`config.mk`:
```
export PLATFORM = sky130hd
export DESIGN_NAME = trigger_detect
export DESIGN_NICKNAME = d
export VERILOG_FILES = /design/src/design/trig_pkg.sv /design/src/design/trigger_detect.sv
export VERILOG_INCLUDE_DIRS = /design/src /design/src/design
export SDC_FILE = /design/constraint.sdc
export NUM_CORES = 1
export LEC_CHECK = 0
export BUFFER_PORTS_ARGS = -buffer_cell sky130_fd_sc_hd__clkbuf_2
export CORE_ASPECT_RATIO = 0.7
export CORE_MARGIN = 4
export CORE_UTILIZATION = 30
export DETAILED_ROUTE_END_ITERATION = 8
export SKIP_LAST_GASP = 1
export SYNTH_ARGS = -nofsm -noshare
export SYNTH_HDL_FRONTEND = slang
export SYNTH_SLANG_ARGS = --single-unit
```
`constraint.sdc`:
```
create_clock -name clk -period 19.9 [get_ports clk]
set_clock_uncertainty 0.05 [all_clocks]
set_input_delay 3.98 -clock clk [delete_from_list [all_inputs] [get_ports clk]]
set_output_delay 3.98 -clock clk [all_outputs]
set_load 0.02 [all_outputs]
```
`src/design/trig_cfg.svh`:
```
`ifndef TRIG_CFG_SVH
`define TRIG_CFG_SVH

// ~~~~~~~~~~~~~~~~~~~~~~~~~~~~~~~~~~~~~~~~~~~~~~~~~~~~~~~~~~~~~~~~~~~~~~
// Sample word layout
// ~~~~~~~~~~~~~~~~~~~~~~~~~~~~~~~~~~~~~~~~~~~~~~~~~~~~~~~~~~~~~~~~~~~~~~
`define TRIG_WIDTH       128
`define TRIG_LANES       8   // 16-bit slot per lane
`define TRIG_ADC_BITS    12
`define TRIG_TS_BITS     49

// ~~~~~~~~~~~~~~~~~~~~~~~~~~~~~~~~~~~~~~~~~~~~~~~~~~~~~~~~~~~~~~~~~~~~~~
// Record and buffer sizing
// ~~~~~~~~~~~~~~~~~~~~~~~~~~~~~~~~~~~~~~~~~~~~~~~~~~~~~~~~~~~~~~~~~~~~~~
`define TRIG_RECORD_LEN  16  // Payload words per frame
`define TRIG_MAX_BACK    40
`define TRIG_FIFO_DEPTH  64
`define TRIG_AF_PERCENT  50

// Channel identity
`define TRIG_CHANNEL_ID  8'd3

`endif
```
`src/design/trig_pkg.sv`:
```
`include "trig_cfg.svh"

package trig_pkg;

  // Marker at the top of every header word
  localparam logic [15:0] HEADER_MARKER = 16'hcafe;

  typedef enum logic [1:0]
  {
    TAG_HEADER,
    TAG_PAYLOAD,
    TAG_FOOTER
  } frame_tag_e;

  typedef enum logic [1:0]
  {
    ST_IDLE,
    ST_HEADER,
    ST_PAYLOAD,
    ST_FOOTER
  } framer_state_e;

  typedef struct packed
  {
    frame_tag_e              tag;
    logic [`TRIG_WIDTH-1:0]  data;
  } fifo_word_t;

  typedef struct packed
  {
    logic [15:0]               marker;
    logic [7:0]                channel_id;
    logic [`TRIG_TS_BITS-1:0]  time_stamp;
    logic [`TRIG_WIDTH-16-8-`TRIG_TS_BITS-1:0] pad;
  } frame_header_t;

  typedef struct packed
  {
    logic [`TRIG_ADC_BITS:0]    threshold;
    logic [`TRIG_ADC_BITS-1:0]  baseline;
    logic [7:0]                 payload_count;
    logic [`TRIG_WIDTH-2*`TRIG_ADC_BITS-1-8-1:0] pad;
  } frame_footer_t;

  // Context captured with each trigger
  typedef struct packed
  {
    logic [`TRIG_TS_BITS-1:0]   time_stamp;
    logic [`TRIG_ADC_BITS:0]    threshold;
    logic [`TRIG_ADC_BITS-1:0]  baseline;
  } hit_info_t;

endpackage

```
`src/design/trigger_detect.sv`:
```
`include "trig_cfg.svh"

module trigger_detect
(
  input  logic                       clk,
  input  logic                       reset,
  input  logic [`TRIG_WIDTH-1:0]     din,
  input  logic [`TRIG_ADC_BITS:0]    threshold,
  input  logic [`TRIG_ADC_BITS-1:0]  baseline,
  output logic [`TRIG_TS_BITS-1:0]   time_stamp,
  output logic                       trig,
  output trig_pkg::hit_info_t        hit
);

  localparam int lane_bits = `TRIG_WIDTH / `TRIG_LANES;

  logic signed [`TRIG_ADC_BITS+1:0] diff [`TRIG_LANES];
  logic                             any_over;
  logic                             over_q;

  // Sample minus baseline, signed with headroom
  always_comb
  begin
    any_over = 1'b0;
    for (int i = 0; i < `TRIG_LANES; i++)
    begin
      diff[i] = $signed({2'b00, din[i*lane_bits +: `TRIG_ADC_BITS]})
              - $signed({2'b00, baseline});
      if (diff[i] > $signed({1'b0, threshold}))
        any_over = 1'b1;
    end
  end

  always_ff @(posedge clk)
  begin
    if (reset)
    begin
      time_stamp <= '0;
      over_q     <= 1'b0;
      trig       <= 1'b0;
    end
    else
    begin
      time_stamp <= time_stamp + 1'b1;
      over_q     <= any_over;
      trig       <= any_over && !over_q;  // Rising edge only
    end
  end

  // Context of the hit cycle
  always_ff @(posedge clk)
  begin
    if (any_over && !over_q)
    begin
      hit.time_stamp <= time_stamp;
      hit.threshold  <= threshold;
      hit.baseline   <= baseline;
    end
  end

endmodule

```
==> impl.org <==
** Floorplanning
- Horizontal extent of the die :: 233.1 µm
- In this run the standard cell core region covers 34870 µm².
- Area of the die :: 38610 µm²
- Initial core utilization :: 30.52%
- Die height :: 165.6 µm
- Number of top-level pins :: 279
- The floorplan has 57 rows.

** CTS
- Htree depth :: 4
- Clock-pin slew was measured on the worst setup and hold paths at ~0.050 ns.
- For the worst-skew pair, the clock arrives at the later sink with an insertion delay of 0.43 ns.
- TritonCTS built the clock tree.
- Gates resized during post-CTS repair numbered 0.
- In this run, post-CTS hold repair placed 0 buffers.
- Clock Sink Count :: about 130
- Longest Clk Path Bufs :: 2
- Number of buffers created by CTS :: 17
- Setup Buffers After CTS :: 0
- The tree is rooted in a sky130_fd_sc_hd__clkbuf_16.

** Layout
- Area growth from synthesis to final layout :: 21.88%
- Cells with a size suffix above 1 make up 20.68% of the layout.
- Once layout is complete, the cells apart from fillers number approximately 1900.
- The net count of the finished layout is 1765.
- Commonest cells after routing, fill and taps aside :: sky130_fd_sc_hd__clkbuf_2 (246), sky130_fd_sc_hd__ha_1 (193), sky130_fd_sc_hd__nor2_1 (121), sky130_fd_sc_hd__inv_1 (83), sky130_fd_sc_hd__a21oi_1 (82)
- Final core occ :: 37.20%
- Most frequent standard cell in the layout excluding fill and tap cells :: sky130_fd_sc_hd__clkbuf_2
- Final-layout fill cell count :: 3497

** Global routing
- In the global route stage, met2 resource usage came out at 26.62%.
- For met3 alone, demand over resource in global routing was under 10%.
- GR Layer Usage met1 :: 23.96%
- The via count of the first global-routing pass was about 9200.
- Overall fraction of global-route tracks in use :: between 10% and 20%
- First-pass GRT wire length :: 51.94 mm
- The initial antenna violation count was 2.
- Entering global routing, the biggest net connects 52 pins.
- Most utilized layer in the global route result :: met2
- GRT Residual Overflow :: 0

** Timing
- Post-layout min period :: 9.728 ns
- Share of the clock period used by the worst path :: 48.88%
- The number of max-slew violations in the final report is 0.
- Setup repair after global routing left no endpoint under its margin.
- Actual slew at the worst max-slew pin :: 1.113 ns
- Total count of hold-check failures in the final report :: 0
- In this run the tightest slew margin relative to its limit is 25.78%.
- Setup violations remaining at the end of the flow were counted as 0.
- Post-route worst setup slack :: 10.17 ns
- Maximum achievable frequency :: ~100 MHz
- Summed over all failing endpoints, the final setup total negative slack is 0 ns.

** Route
- Count of nets left with antenna violations after detail routing :: 0
- Summed over all layers, the routed wires come to 33.66 mm.
- The first TritonRoute pass finished after 5 iterations.
- In the routed layout, each cell is associated on average with a via count of 5.065.
- Initial drt markers :: 549
- The detailed router placed between 9000 and 10000 vias in this run.
- In the final routed layout, each cell accounts on average for 17.76 µm.
- Remaining design rule violation count :: 0

** Synthesis
- Number of warnings reported in the yosys synthesis log :: 0
- In this run the cell area of the synthesized design comes to 10650 µm².
- Yosys mapped the design onto between 60 and 70 distinct sky130hd cell types.
- Number of instances in the synthesized netlist :: 1153
- Leading register cell type out of synthesis :: sky130_fd_sc_hd__edfxtp_1
- The synthesized design contains 125 register bits.
- Synth area leaders :: sky130_fd_sc_hd__ha_1 (23%), sky130_fd_sc_hd__edfxtp_1 (21%), sky130_fd_sc_hd__dfxtp_1 (9.6%)
- Summing the sequential cell areas from Yosys gives 30.47% of the chip area.
- The top cell type by area accounts for 22.68% of the synthesized area.
- Cell type with the highest aggregate area in the netlist :: sky130_fd_sc_hd__ha_1
- The number of nets in the synthesized netlist is 1509.
- Share of async-settable or async-resettable flops after synthesis :: 0%
- Yosys mapped a number of flops with a built-in enable equal to 74.
- In this run the mean area of a mapped cell was roughly 9.2 µm².

** Placement
- HPWL after detailed placement :: 26.05 mm
- The number of placed instances, taps included, is roughly 1900.
- At the end of routability-driven placement, the weighted congestion stood at a little under 0.9.
- Post-placement setup slack :: 9.753 ns
- During placement, the flow inserted port buffers numbering 246.

** Critical path
- At the worst endpoint, the required time is 19.90 ns.
- Critical Path Start Type :: input pin
- Endpoint kind of the worst setup timing path :: flop
- Series of cell instances along the critical path :: clkbuf_2 > inv_1 > ha_1 > nor2b_1 > o21ai_0 > a21oi_1 > o41a_1 > a41o_1 > o41ai_1 > xnor2_1 > ha_1 > o21ai_0 > a211oi_1 > o311ai_0 > a211o_1 > and4_1 > a21oi_4 > buf_4
- For this design, the slowest cell found on the critical path is sky130_fd_sc_hd__buf_4.
- The worst setup path is of the in -> reg kind.
- At the worst endpoint, the arrival time is approximately 9.7 ns.
- Measured in cells, the most critical reg-to-reg path has a length of 8.
- Critical Path Fanout Max :: 51
- Register-to-Register Setup Slack :: 17.17 ns
- In this design, the stage delay of the slowest critical-path cell is 0.72 ns.

** Status
- The flow ran to the end, and the final reports show no timing, DRC or antenna violations.

** Power and ir drop
- Clock network power share :: 27.9%
- Net switching is 37.51% of the power.
- Static power due to leakage :: 5.839 nW
- Dividing total power by cell area gives a power density of 78.94 nW/µm².
- Max rail drop VDD :: 0.05105 mV
- Internal power component :: 0.6401 mW
- In this run the power spent charging and discharging nets is 0.3841 mW.
- Relative contribution of combinational cells to total power :: 38.4%
- Sequential Power Share :: roughly 34%

** Min path
- Along the worst hold path, the cell count comes to 1.
- Worst Hold Class :: reg -> reg

** Run
- Max_cap viols :: 0
[critical path: cells and delay by family]
kind | cells | cell delay (ns)
xor+xnor | 1 | 0.11
simple gates | 2 | 0.40
compound gates | 10 | 2.96
buf+inv | 3 | 1.53
fa+ha+maj | 2 | 0.70
[logic make-up after synthesis]
| kind of cell | share of synthesized area [%] |
|---|---|
| AOI/OAI and AO/OA | 17.55 |
| xor gates and xnor gates | 7.652 |
| adders and majority gates | 24.19 |
| buffers and inverters | 3.362 |
| DFF | 30.47 |
| and+or+nand+nor | 16.78 |
[through the flow]
stage / hold slack [ns] / power [mW] / cell area [µm²]
2_1_floorplan: 0.3505 / 0.6254 / 10650
3_3_place_gp: 0.4182 / 0.7361 / 12440
3_5_place_dp: 0.4316 / 0.7431 / 12440
4_1_cts: 0.4446 / 1.037 / 12970
5_1_grt: 0.4703 / 1.097 / 12970
6_report: 0.4320 / 1.024 / 12970
[layout make-up]
| class | instances | area [µm²] | share of cell area [%] |
|---|---|---|---|
| Timing Repair Buffer | 247 | 1239 | 9.547 |
| Inverter | 83 | 311.5 | 2.401 |
| Multi-Input combinational cell | 935 | 7056 | 54.38 |
| Clock buffer | 18 | 439.2 | 3.385 |
| Antenna cell | 1 | 2.502 | 0.01929 |
| Clock inverter | 14 | 93.84 | 0.7232 |
| Sequential cell | 125 | 3243 | 25.00 |
| Tap cell | 472 | 590.6 | 4.552 |
[power groups by stage]
stage / Combinational (mW) / Sequential (mW) / Clock, mW
5_1_grt: 0.439 / 0.349 / 0.308
3_3_place_gp: 0.386 / 0.350 / 0
2_1_floorplan: 0.211 / 0.414 / 0
3_5_place_dp: 0.392 / 0.351 / 0
4_1_cts: 0.395 / 0.346 / 0.296
6_report: 0.393 / 0.345 / 0.286
[layer usage]
metal | part of all wire [%] | wire length, µm
met1 | 47 | 15970
met2 | 44 | 14710
met3 | 6.2 | 2101
met4 | 2.6 | 861
met5 | 0.059 | 20
[sequential cells by signal, indices dropped and copies added, names as in the netlist]
signal and cells:
hit 74, trig 1, over_q 1, time_stamp 49
[synth_stat cells, types with 4 or more instances]
| master | instances |
|---|---|
| sky130_fd_sc_hd__fa_1 | 8 |
| sky130_fd_sc_hd__o2111ai_1 | 4 |
| sky130_fd_sc_hd__xnor2_1 | 60 |
| sky130_fd_sc_hd__o21ai_0 | 63 |
| sky130_fd_sc_hd__o41ai_1 | 7 |
| sky130_fd_sc_hd__o31a_1 | 7 |
| sky130_fd_sc_hd__nand3_1 | 33 |
| sky130_fd_sc_hd__dfxtp_1 | 51 |
| sky130_fd_sc_hd__o21bai_1 | 7 |
| sky130_fd_sc_hd__a31oi_1 | 5 |
| sky130_fd_sc_hd__and3_1 | 10 |
| sky130_fd_sc_hd__nor3_1 | 22 |
| sky130_fd_sc_hd__a2111oi_0 | 5 |
| sky130_fd_sc_hd__nor2_1 | 121 |
| sky130_fd_sc_hd__edfxtp_1 | 74 |
| sky130_fd_sc_hd__a311o_1 | 4 |
| sky130_fd_sc_hd__inv_1 | 83 |
| sky130_fd_sc_hd__a21boi_0 | 5 |
| sky130_fd_sc_hd__or3_1 | 14 |
| sky130_fd_sc_hd__a211o_1 | 6 |
| sky130_fd_sc_hd__and4_1 | 7 |
| sky130_fd_sc_hd__a21o_1 | 17 |
| sky130_fd_sc_hd__nand2_1 | 62 |
| sky130_fd_sc_hd__clkbuf_1 | 7 |
| sky130_fd_sc_hd__a21oi_1 | 83 |
| sky130_fd_sc_hd__xor2_1 | 33 |
| sky130_fd_sc_hd__nor2b_1 | 23 |
| sky130_fd_sc_hd__a211oi_1 | 18 |
| sky130_fd_sc_hd__o21a_1 | 21 |
| sky130_fd_sc_hd__o311ai_0 | 5 |
| sky130_fd_sc_hd__o211ai_1 | 6 |
| sky130_fd_sc_hd__nand4_1 | 25 |
| sky130_fd_sc_hd__ha_1 | 193 |
| sky130_fd_sc_hd__nand2b_1 | 14 |
| sky130_fd_sc_hd__or2_2 | 7 |
[final timing paths]
path                 start              to
max            baseline[1]         hit[53]
min reg2reg  time_stamp[0]   time_stamp[0]
min          time_stamp[0]   time_stamp[0]
max reg2reg  time_stamp[0]  time_stamp[40]
No activity file was read; power rests on OpenSTA's default activity.
